==> config.mk <==
export PLATFORM = sky130hd
export DESIGN_NAME = datapathTop
export DESIGN_NICKNAME = d
export VERILOG_FILES = /design/src/hw/datapathPkg.sv /design/src/hw/datapathTop.sv /design/src/hw/busInterface.sv /design/src/hw/registerFile.sv /design/src/hw/selectAndEncode.sv
export VERILOG_INCLUDE_DIRS = /design/src /design/src/hw
export SDC_FILE = /design/constraint.sdc
export NUM_CORES = 1
export LEC_CHECK = 0
export ABC_AREA = 0
export BUFFER_PORTS_ARGS = -buffer_cell sky130_fd_sc_hd__buf_2
export CORE_ASPECT_RATIO = 0.5
export CORE_MARGIN = 2
export CORE_UTILIZATION = 62
export DETAILED_ROUTE_END_ITERATION = 6
export PLACE_DENSITY = 0.77
export SLEW_MARGIN = 25
export SYNTH_ARGS = -nofsm -noshare
export SYNTH_HDL_FRONTEND = slang
export SYNTH_SLANG_ARGS = --single-unit
==> constraint.sdc <==
create_clock -name clk -period 4.4 [get_ports clk]
set_input_delay 0.88 -clock clk [delete_from_list [all_inputs] [get_ports clk]]
set_output_delay 0.88 -clock clk [all_outputs]
set_load 0.02 [all_outputs]
==> src/hw/datapath_params.svh <==
`ifndef DATAPATH_PARAMS_SVH
`define DATAPATH_PARAMS_SVH

// word and register file sizes
`define DP_WORD_WIDTH 32
`define DP_NUM_REGS 16

// register fields of the instruction word, each one register index wide
`define DP_FIELD_WIDTH 4
`define DP_RA_LSB 23
`define DP_RB_LSB 19
`define DP_RC_LSB 15

// immediate field in the low bits, sign bit is its top bit
`define DP_C_WIDTH 19

`endif
==> src/hw/datapathPkg.sv <==
`include "datapath_params.svh"

package datapathPkg;

    // bus, register and instruction values
    typedef logic [`DP_WORD_WIDTH-1:0] word_t;

    // register number as found in an Ra, Rb or Rc field
    typedef logic [`DP_FIELD_WIDTH-1:0] regIdx_t;

    // one-hot register line, bit n is register n
    typedef logic [`DP_NUM_REGS-1:0] regSel_t;

    // control strobes applied each cycle
    // spare bits sit at the top and are ignored by the core
    typedef struct packed {
        logic [1:0] spare;
        // which instruction field names the register
        logic       gra;
        logic       grb;
        logic       grc;
        // register file direction
        logic       rin;
        logic       rout;
        logic       baout;
        // other bus sources
        logic       cOut;
        logic       extOut;
        // bus sinks
        logic       irIn;
        logic       outPortIn;
    } dpCtrl_t;

endpackage

==> src/hw/datapathTop.sv <==
`timescale 1ns/1ps

module datapathTop (
    input  logic                 clk,
    input  logic                 rstN,
    input  datapathPkg::dpCtrl_t ctrl,
    input  datapathPkg::word_t   extIn,
    output datapathPkg::word_t   bus,
    output datapathPkg::word_t   outPort
);
    import datapathPkg::*;

    word_t   irOut;
    word_t   cSignExt;
    word_t   regData;
    regSel_t regIn;
    regSel_t regOut;
    logic    baMode;

    // instruction fields to register lines and immediate
    selectAndEncode uSelect (
        .ctrl     (ctrl),
        .irOut    (irOut),
        .regIn    (regIn),
        .regOut   (regOut),
        .baMode   (baMode),
        .cSignExt (cSignExt)
    );

    registerFile uRegs (
        .clk     (clk),
        .rstN    (rstN),
        .regIn   (regIn),
        .regOut  (regOut),
        .baMode  (baMode),
        .bus     (bus),
        .regData (regData)
    );

    // bus mux plus IR and output port
    busInterface uBus (
        .clk      (clk),
        .rstN     (rstN),
        .ctrl     (ctrl),
        .regOut   (regOut),
        .regData  (regData),
        .cSignExt (cSignExt),
        .extIn    (extIn),
        .bus      (bus),
        .irOut    (irOut),
        .outPort  (outPort)
    );

endmodule

==> src/hw/busInterface.sv <==
`timescale 1ns/1ps

module busInterface (
    input  logic                 clk,
    input  logic                 rstN,
    input  datapathPkg::dpCtrl_t ctrl,
    input  datapathPkg::regSel_t regOut,
    input  datapathPkg::word_t   regData,
    input  datapathPkg::word_t   cSignExt,
    input  datapathPkg::word_t   extIn,
    output datapathPkg::word_t   bus,
    output datapathPkg::word_t   irOut,
    output datapathPkg::word_t   outPort
);
    import datapathPkg::*;

    logic regDrive;

    // any register drive line claims the bus
    assign regDrive = |regOut;

    // bus source mux
    // sources are exclusive so the order here does not matter
    always_comb begin
        if (regDrive) begin
            bus = regData;
        end else if (ctrl.cOut) begin
            bus = cSignExt;
        end else if (ctrl.extOut) begin
            bus = extIn;
        end else begin
            bus = '0;
        end
    end

    // instruction register
    always_ff @(posedge clk or negedge rstN) begin
        if (!rstN) begin
            irOut <= '0;
        end else if (ctrl.irIn) begin
            irOut <= bus;
        end
    end

    // output port register
    always_ff @(posedge clk or negedge rstN) begin
        if (!rstN) begin
            outPort <= '0;
        end else if (ctrl.outPortIn) begin
            outPort <= bus;
        end
    end

    // one bus driver per cycle across the register file, C and the external input
    assert property (@(posedge clk) disable iff (!rstN)
        $onehot0({regDrive, ctrl.cOut, ctrl.extOut}))
        else $error("busInterface: more than one bus source active");

endmodule

==> src/hw/registerFile.sv <==
`timescale 1ns/1ps
`include "datapath_params.svh"

module registerFile (
    input  logic                 clk,
    input  logic                 rstN,
    input  datapathPkg::regSel_t regIn,
    input  datapathPkg::regSel_t regOut,
    input  logic                 baMode,
    input  datapathPkg::word_t   bus,
    output datapathPkg::word_t   regData
);
    import datapathPkg::*;

    word_t   regs [`DP_NUM_REGS];
    regSel_t readSel;

    // general registers, loaded from the bus by their one-hot enable
    always_ff @(posedge clk or negedge rstN) begin
        if (!rstN) begin
            for (int i = 0; i < `DP_NUM_REGS; i++) begin
                regs[i] <= '0;
            end
        end else begin
            for (int i = 0; i < `DP_NUM_REGS; i++) begin
                if (regIn[i]) begin
                    regs[i] <= bus;
                end
            end
        end
    end

    // r0 reads as zero when used as a base address
    always_comb begin
        readSel    = regOut;
        readSel[0] = regOut[0] & ~baMode;
    end

    // one-hot AND-OR read, zero when nothing is selected
    always_comb begin
        regData = '0;
        for (int i = 0; i < `DP_NUM_REGS; i++) begin
            regData = regData | (regs[i] & {`DP_WORD_WIDTH{readSel[i]}});
        end
    end

endmodule

==> src/hw/selectAndEncode.sv <==
`timescale 1ns/1ps
`include "datapath_params.svh"

module selectAndEncode (
    input  datapathPkg::dpCtrl_t ctrl,
    input  datapathPkg::word_t   irOut,
    output datapathPkg::regSel_t regIn,
    output datapathPkg::regSel_t regOut,
    output logic                 baMode,
    output datapathPkg::word_t   cSignExt
);
    import datapathPkg::*;

    regIdx_t raField;
    regIdx_t rbField;
    regIdx_t rcField;
    regIdx_t regIdx;
    regSel_t decoded;
    logic    readStrobe;

    // register fields of the current instruction
    assign raField = irOut[`DP_RA_LSB +: `DP_FIELD_WIDTH];
    assign rbField = irOut[`DP_RB_LSB +: `DP_FIELD_WIDTH];
    assign rcField = irOut[`DP_RC_LSB +: `DP_FIELD_WIDTH];

    // each field passes only when its strobe is high
    // with no strobe the index falls back to register 0
    assign regIdx = ({`DP_FIELD_WIDTH{ctrl.gra}} & raField)
                  | ({`DP_FIELD_WIDTH{ctrl.grb}} & rbField)
                  | ({`DP_FIELD_WIDTH{ctrl.grc}} & rcField);

    // 4 to 16 decoder
    always_comb begin
        decoded = '0;
        decoded[regIdx] = 1'b1;
    end

    // base-address reads use the same drive line as plain reads
    assign readStrobe = ctrl.rout | ctrl.baout;

    assign regIn  = decoded & {`DP_NUM_REGS{ctrl.rin}};
    assign regOut = decoded & {`DP_NUM_REGS{readStrobe}};

    // register file needs to know when r0 must read as zero
    assign baMode = ctrl.baout;

    // immediate C sign-extended from its top bit
    assign cSignExt = {
        {(`DP_WORD_WIDTH - `DP_C_WIDTH){irOut[`DP_C_WIDTH-1]}},
        irOut[`DP_C_WIDTH-1:0]
    };

endmodule

* Yosys cells after proc, flatten, opt, wreduce, memory -nomap -nowiden *
Cells that the tools add are included.

storage, ports and cells
  register bits = 571
  logic and storage cells = 68

cells by class
  $lt $le $gt $ge = 2
  multiplexer cells = 5
  bitwise logic cells = 41
  reduce and logical (&&, ||, !) cells = 2

operators with widths
  operator            count
  $and 32x32->32      16
  $or 32x32->32       15
  $mux 32             3
  $and 16x16->16      2
  $reduce_or 16->1    1
  $and 4x4->4         3
  $or 4x4->4          2
  $lt 4x5->1 const B  1
  $demux 1 s4         1
  $ge 4x1->1 const B  1
  $and 1x1->1         1
  $logic_and 1x1->1   1
  $mux 1              1
  $not 1->1           1
  $or 1x1->1          1

* Depth between registers and ports, before layout *
Gate-level depths: netlist of run 1.

  word-level depth = 26
  mapped depth = 13
  gate-level depth less buffers = 8

* Hierarchy *
From an unflattened synthesis of run 1, not the netlist that was laid out.

unflattened totals
  cell total of the unflattened synthesis = 2159
  area total of the unflattened synthesis = 27318.7 um^2

modules (own cells, without submodules)
  module           instances  cells each  area each (um^2)  sequential area each (um^2)
  registerFile     1          1490        21619.5           12812.3
  busInterface     1          587         5203.7            1601.5
  selectAndEncode  1          82          495.5             0.0

* Least setup slack after synthesis of run 1 *
Ideal clock, no wire load.

  kind = input to output
  start = input port ctrl[9] (netlist bit)
  end = output port bus[15]
  arrival = 3373 ps
  setup slack = 147 ps
  cell stages on the path = 8
  cells stage by stage = a222oi_1 > buf_4 > buf_2 > mux2_2 > a32o_1 > o41ai_2 > buf_2 > inv_1

between the ends
  cells in the longest elaborated chain, start to end = 26

RTL lines
  what                                                            line                   source
  start: declaration                                              datapathTop.sv:6       input datapathPkg::dpCtrl_t ctrl,
  $and 4x4->4 (*)                                                 selectAndEncode.sv:28  assign regIdx = ({`DP_FIELD_WIDTH{ctrl.gra}} & raField)
  $or 4x4->4 (*) (2 in series)                                    selectAndEncode.sv:28
  $lt 4x5->1 (not written as such) or $ge 4x1->1 (tied branches)  selectAndEncode.sv:35  decoded[regIdx] = 1'b1;
  $logic_and 1x1->1 (not written as such)                         selectAndEncode.sv:35
  $mux 1 (not written as such)                                    selectAndEncode.sv:35
  $demux 1 s4 (*)                                                 --
  $and 16x16->16 (*)                                              selectAndEncode.sv:42  assign regOut = decoded & {`DP_NUM_REGS{readStrobe}};
  $and 1x1->1                                                     registerFile.sv:36     readSel[0] = regOut[0] & ~baMode;
  $and 32x32->32                                                  registerFile.sv:43     regData = regData | (regs[i] & {`DP_WORD_WIDTH{readSel[i]}});
  $or 32x32->32 (15 in series)                                    registerFile.sv:43
  $mux 32 (*)                                                     busInterface.sv:25     if (regDrive) begin
  end: declaration                                                datapathTop.sv:8       output datapathPkg::word_t bus,

Mark *: on every way between the ends. The rest lies on a longest branch, timed or not.

* Worst setup path after layout of run 1 *
  start = register uBus.irOut[15]
  end = output port bus[15]

between the ends
  cells in the longest elaborated chain, start to end = 25

RTL lines
  what                                                            line                   source
  start: declaration                                              busInterface.sv:12     output datapathPkg::word_t irOut,
  start signal: assignment                                        busInterface.sv:41     irOut <= bus;
  $and 4x4->4                                                     selectAndEncode.sv:30  | ({`DP_FIELD_WIDTH{ctrl.grc}} & rcField);
  $or 4x4->4                                                      selectAndEncode.sv:28
  $lt 4x5->1 (not written as such) or $ge 4x1->1 (tied branches)  selectAndEncode.sv:35
  $logic_and 1x1->1 (not written as such)                         selectAndEncode.sv:35
  $mux 1 (not written as such)                                    selectAndEncode.sv:35
  $demux 1 s4                                                     --
  $and 16x16->16                                                  selectAndEncode.sv:42
  $and 1x1->1                                                     registerFile.sv:36
  $and 32x32->32                                                  registerFile.sv:43
  $or 32x32->32 (15 in series)                                    registerFile.sv:43
  $mux 32 (*)                                                     busInterface.sv:25

Marks and branches as above.

==> results of run 1 <==
## power by group through the flow
stage	clock [W]	combinational (W)	sequential (W)
after floorplan	0	0.00439	0.00836
after global placement	0	0.00683	0.00840
after detailed placement	0	0.00705	0.00854
after CTS	0.00443	0.00711	0.00848
after global routing	0.00465	0.00777	0.00875
final	0.00441	0.00732	0.00854
## Yosys cell counts, types with 20 or more instances
cell type / number
dfrtp_1: 571
mux2_2: 427
nand2_1: 189
o21ai_0: 147
a22oi_1: 137
clkbuf_1: 83
buf_2: 58
and3_1: 33
nand3_1: 33
a221oi_1: 29
a21oi_1: 27
a222oi_1: 22
inv_1: 20
## flip-flops by register name, indices dropped and copies added, names as in the netlist
| signal | cells |
|---|---|
| uRegs.regs | 512 |
| uBus.outPort | 32 |
| uBus.irOut | 27 |
## worst max-delay path: stages, from the launching register on
cell	delay, ns
dfrtp_1	0.45
a222oi_1	0.49
buf_4	0.25
nor3b_2	0.06
buf_4	0.18
and2_1	0.19
buf_12	0.18
a22oi_1	0.25
nand2_1	0.16
o41ai_4	0.43
inv_1	0.09
buf_2	0.17
## worst max-delay path by stage
stage	to	slack, ns	cells past startpoint
after global placement	bus[7]	0.04	10
after detailed placement	bus[7]	-0.003	10
after global routing	bus[1]	-0.04	11
after CTS	bus[7]	0.0002	10
after floorplan	bus[15]	0.15	8
final	bus[15]	0.03	11
## per-stage QoR
stage          utilization [%]  std cells  setup TNS (ns)
2_1_floorplan                -       2009               0
3_3_place_gp             67.83       2662               0
3_5_place_dp             67.83       2662       -0.002641
5_1_grt                  72.24       2756         -0.1057
4_1_cts                  71.81       2746               0
6_report                 72.24       2756               0
## metal layers
layer | part of all wire, % | up-vias | routed length [µm] | GRT usage (%)
li1 | - | 7742 | - | -
met1 | 41 | 9701 | 31420 | 54.64
met2 | 44 | 1138 | 33800 | 53.75
met3 | 12 | 202 | 8865 | 7.703
met4 | 3.8 | 0 | 2897 | 14.07
met5 | 0 | - | 0 | 0
## repair_timing
item	in CTS	in global routing
gates resized for setup	0	17
buffers inserted	0	5
endpoints found under the hold margin	0	0
endpoints found under the setup margin	0	23
## logic make-up (layout without fill, tap and decap cells)
group                  Yosys count  in the layout  share of synthesized area, %
AOI/OAI and AO/OA              451            451                         12.98
buffers and inverters          196            400                         3.878
DFF                            571            571                         56.63
muxes                          443            443                         19.69
other                            0              3                             0
and+or+nand+nor                348            348                         6.828
## cell type report
cell class,instances,share of cell area (%)
multi-input cells,1242,34.77
inverters,21,0.2709
diodes,3,0.02580
clock inverters,10,0.5246
flip-flops and latches,571,49.11
clock buffers,74,4.984
well taps,540,2.322
repair buffers,295,7.994
==> run metrics, run 1 <==
Worst EP required 3.52 ns; post-route ant nets 0; P_int 0.01300 W; Die Span Y 146.7 µm; final worst slack 0.02514 ns; I/O Pins 110; Die W 289.3 µm; # DRC 0; critical-path maximum fanout 14; P_leak 13.73 nW; Post-layout nets 2225; commonest non-fill, non-tap cell in the layout dfrtp_1; all-layer global routing usage 36.86%; Yosys cell types 65; core outline area 0.04027 mm²; final setup vio count 0; top_reg_cell synth dfrtp_1; layout cells sized above 1 38.68%; number of synthesized flops with an enable pin 0; Via-to-Cell Ratio 6.815; CTS Hold Bufs 0; total grt overflow 0; worst flop-to-flop path startpoint uBus.irOut[26]$_DFFE_PN0P_; H-tree Lvls 2; num rows 52; Worst Setup End Kind output port; pin count of the biggest net entering global routing 130; #FFs+latches synth 571; maximum vdd drop 0.0003459 V; root buffer cell clkbuf_16; worst reg2reg path depth 9; Synthesized Nets 2055; CP Launch Type flop; Reg area 0.01429 mm²; P per Cell Area 696.5 mW/mm²; Tcrit/Tclk final 99.43%; final hold viol count 0; Max-Cap Viols 0; vias in the first global route 18777; R2R Setup Slk 1.00 ns; initial antenna violation count 3; fillers 2692; DP Wirelength 48690 µm; status finished clean; ys async rst share 100.0%; Place WS -0.002641 ns; hold slack 0.1827 ns; synth warn 0; Reg-to-Reg End uRegs.regs[365]$_DFFE_PN0P_; post-DR wirelength/cell 27.93 µm; critical path type reg2out; gpl congestion 0.9086; Slew Viols, Final 0; initial DRC count 2460; Seq/Total Area, Yosys 56.63%; first-pass GRT wire length 116300 µm; Synth top area share 56.63%; Sw Share 35.83%; DRT Pass-1 Iters 7; actual slew at the worst max-slew pin 1.072 ns; sw power 0.007261 W; most frequent cells in the layout dfrtp_1 (571), mux2_2 (427), nand2_1 (183); Avg Cell Area, Syn 12.56 µm²; Synth area leaders dfrtp_1 (57%), mux2_2 (19%), a22oi_1 (4.1%); Total Power 0.02027 W; Sink Count 571; HP Class in2async; DP Area 0.02732 mm²; post-route design area 0.02910 mm²; Period minus WS final 4.375 ns; cell count after synthesis 2009; Starting Density 62.65%; crit path DAT 3.49 ns; Clock Path Buffers 3; most area-hungry cell type in the Yosys netlist dfrtp_1; PortBufs 107; final wirelength 76990 µm; Clock transition at path regs 0.07 ns; clock power share 21.8%; Slew headroom 28.27%; CP Launch Point uBus.irOut[15]$_DFFE_PN0P_; Post-Syn Area 0.02523 mm²; area taken by multi-input logic gates 0.01012 mm²; TritonCTS buffer count 48; Clock Latency Late Sink 0.58 ns; Logic pwr share 36.1%; clock skew 0.02797 ns; fmax 228.6 MHz; area added between synthesis and finish 15.31%; CTS tree built; Flop pwr share 42.1%; die footprint 0.04243 mm²; routed vias 18783
(Power assumes the default switching activity.)
==> run 2: changes to the inputs <==
--- a/config.mk
+++ b/config.mk
@@ -6,7 +6,7 @@
 export SDC_FILE = /design/constraint.sdc
 export NUM_CORES = 1
 export LEC_CHECK = 0
-export ABC_AREA = 0
+export ABC_AREA = 1
 export BUFFER_PORTS_ARGS = -buffer_cell sky130_fd_sc_hd__buf_2
 export CORE_ASPECT_RATIO = 0.5
 export CORE_MARGIN = 2
==> run metrics, run 2 <==
Synth area leaders dfrtp_1 (52%), nand2_1 (29%), nand3_1 (3.5%); maximum vdd drop 0.0003426 V (-0.96%); Critical Path, Cell by Cell nand2_1 -> nand3_2 -> nand2_2 -> inv_2 -> buf_4 -> nand3_2 -> buf_4 -> nor2_1 -> nor2_1 -> nand2_1 -> nor2_1 -> nand3_2 -> buf_2; number of synthesized flops with an enable pin 0 (unchanged); critical path depth 13 (+2); #FFs+latches synth 571 (unchanged); crit-path max cell delay 0.48 ns (about the same); actual slew at the worst max-slew pin 1.010 ns (-0.06186 ns); Die W 302.6 µm (+4.6%); worst flop-to-flop path startpoint uBus.irOut[15]$_DFFE_PN0P_; CTS Hold Bufs 0 (unchanged); top_reg_cell synth dfrtp_1; H-tree Lvls 2 (unchanged); failing checks design-rule violations; Starting Density 63.14% (+0.49 points); Yosys cell types 21 (-68%); total grt overflow 0 (unchanged); Clock Path Buffers 3 (unchanged); Period minus WS final 4.214 ns (-0.1611 ns); layout cells sized above 1 10.54% (-28 points); setup_tns 0 ns (unchanged); die footprint 0.04640 mm² (+9.4%); count leader, synth nand2_1; I/O Pins 110 (unchanged); Clock Latency Late Sink 0.59 ns (about the same); gpl congestion 0.9236 (+1.7%); ys async rst share 100.0% (unchanged); clock skew 0.01539 ns (-0.01257 ns); final hold viol count 0 (unchanged); Post-layout nets 3848 (+73%); final wirelength 88600 µm (+15%); crit path DAT 3.33 ns (-0.16 ns); fillers 3641 (+35%); PortBufs 107 (unchanged); Reg-to-Reg End uRegs.regs[64]$_DFFE_PN0P_; first-pass GRT wire length 137900 µm (+19%); CP Launch Point uBus.irOut[15]$_DFFE_PN0P_; Top Registers uRegs.regs (512), uBus.outPort (32), uBus.irOut (27); Post-Syn Area 0.02765 mm² (+9.6%); CP max-delay cell dfrtp_1; CP Launch Type flop; core outline area 0.04378 mm² (+8.7%); synth warn 0 (unchanged); Synthesized Nets 3800 (+85%); Synth top cells by count nand2_1 (2142), dfrtp_1 (571), nor2_1 (208); most area-hungry cell type in the Yosys netlist dfrtp_1; DP Wirelength 54690 µm (+12%); Critical Path End bus[0]; Tcrit/Tclk final 95.77% (-3.7 points); Die Span Y 153.3 µm (+4.5%); Place WS 0.2987 ns (+0.3014 ns); # DRC 1 (+1); pin count of the biggest net entering global routing 101 (-22%); buffer and inverter count on the worst path 4 (-1); Worst EP required 3.52 ns (about the same); routed vias 25590 (+36%); num rows 54 (+3.8%); max FFs per register 512 (unchanged); Slew headroom 32.58% (+4.3 points); P per Cell Area 390.7 mW/mm² (-44%); P_leak 17.44 nW (+27%); initial antenna violation count 2 (-1); R2R Setup Slk 1.32 ns (+0.32 ns); status finished, violations left; commonest non-fill, non-tap cell in the layout nand2_1; worst reg2reg path depth 15 (+6); final setup vio count 0 (unchanged); HP Class in2async; all-layer global routing usage 38.97% (+2.1 points); Worst Setup End Kind output port; TritonCTS buffer count 50 (+4.2%); critical path type reg2out; Top reg by flops uRegs.regs; most frequent cells in the layout nand2_1 (2142), dfrtp_1 (571), nor2_1 (201); Avg Cell Area, Syn 7.364 µm² (-41%); critical-path maximum fanout 14 (unchanged); CP delay by family, top simple AND/OR/NAND/NOR gates; RSZ-0062 raised after global routing false; Seq/Total Area, Yosys 51.69% (-4.9 points); final worst slack 0.1862 ns (+0.1611 ns); Via-to-Cell Ratio 5.774 (-15%); initial DRC count 3590 (+46%); post-route ant nets 0 (unchanged); fmax 237.3 MHz (+3.8%); Max-Cap Viols 0 (unchanged); Sink Count 571 (unchanged); CTS tree built; area added between synthesis and finish 11.08%; cell count after synthesis 3754 (+87%); post-DR wirelength/cell 19.99 µm (-28%); Clock transition at path regs 0.07 ns (about the same); root buffer cell clkbuf_16; Synth top area share 51.69% (-4.9 points); DRT Pass-1 Iters 7 (unchanged); Slew Viols, Final 0 (unchanged); vias in the first global route 24136 (+29%)
[run 2: changes by cell type in the layout (fill, tap and decap cells not counted), moves of 137 or more]
cell / previous run / this run
mux2_2: 427 / 0
o21ai_0: 147 / 0
nand2_1: 183 / 2142
nor2_1: 5 / 201
a22oi_1: 137 / 0
inv_1: 20 / 183
nand3_1: 32 / 196
[run 2: power breakdown]
part,total (W),switching (W),internal (W)
combinational,0.00143,0.00106,0.000376
clock,0.00478,0.00205,0.00273
sequential,0.00578,0.000194,0.00559
[run 2: worst min path at each step]
stage | start | to | slack [ns] | cells after the start
floorplan | uBus.irOut[20]$_DFFE_PN0P_ | uBus.irOut[20]$_DFFE_PN0P_ | 0.45 | 2
global placement | uBus.outPort[31]$_DFFE_PN0P_ | uBus.outPort[31]$_DFFE_PN0P_ | 0.46 | 2
detailed placement | uBus.outPort[8]$_DFFE_PN0P_ | uBus.outPort[8]$_DFFE_PN0P_ | 0.46 | 2
CTS | rstN | uBus.outPort[2]$_DFFE_PN0P_ | 0.38 | 1
global route | rstN | uRegs.regs[457]$_DFFE_PN0P_ | 0.41 | 1
finish | rstN | uBus.outPort[5]$_DFFE_PN0P_ | 0.32 | 1
[run 2: cell families after synthesis]
family	count (synthesis)	synth area share, %
and+or+nand+nor	2731	40.90
DFF	571	51.69
buffers and inverters	419	6.522
AOI/OAI and AO/OA	33	0.8916
[run 2: layer usage]
| layer | track usage (%) | routed length [µm] | up-vias |
|---|---|---|---|
| met1 | 56.80 | 35530 | 12239 |
| met2 | 56.75 | 37840 | 1602 |
| met3 | 9.709 | 11860 | 231 |
| li1 | - | - | 11518 |
| met4 | 14.22 | 3376 | 0 |
| met5 | 0 | 0 | - |
[run 2: layout make-up]
cell class                      count  area (µm²)  share of cell area, %
Clock buffer                       70        1460                  4.755
Tap cell                          588       735.7                  2.396
Inverter                          189       714.4                  2.327
Sequential cell                   571       14290                  46.53
Timing Repair Buffer              226        1614                  5.256
Clock inverter                     23       295.3                 0.9616
Multi-Input combinational cell   2764       11600                  37.76
Antenna cell                        1       2.502               0.008149
[run 2: timing repair]
| action | in CTS | in global routing |
|---|---|---|
| buffers inserted | 0 | 0 |
| gates resized for setup | 0 | 1 |
| endpoints found under the setup margin | 0 | 1 |
[run 2: through the flow]
stage	instances	area, µm²	total power, W	hold WS [ns]	utilization, %
floorplan	3754	27650	0.006659	0.4488	-
global placement	4338	28940	0.007221	0.4563	66.11
detailed placement	4338	28940	0.007261	0.4600	66.11
CTS	4431	30700	0.01197	0.3818	70.12
global route	4432	30710	0.01239	0.4073	70.14
finish	4432	30710	0.01200	0.3193	70.14
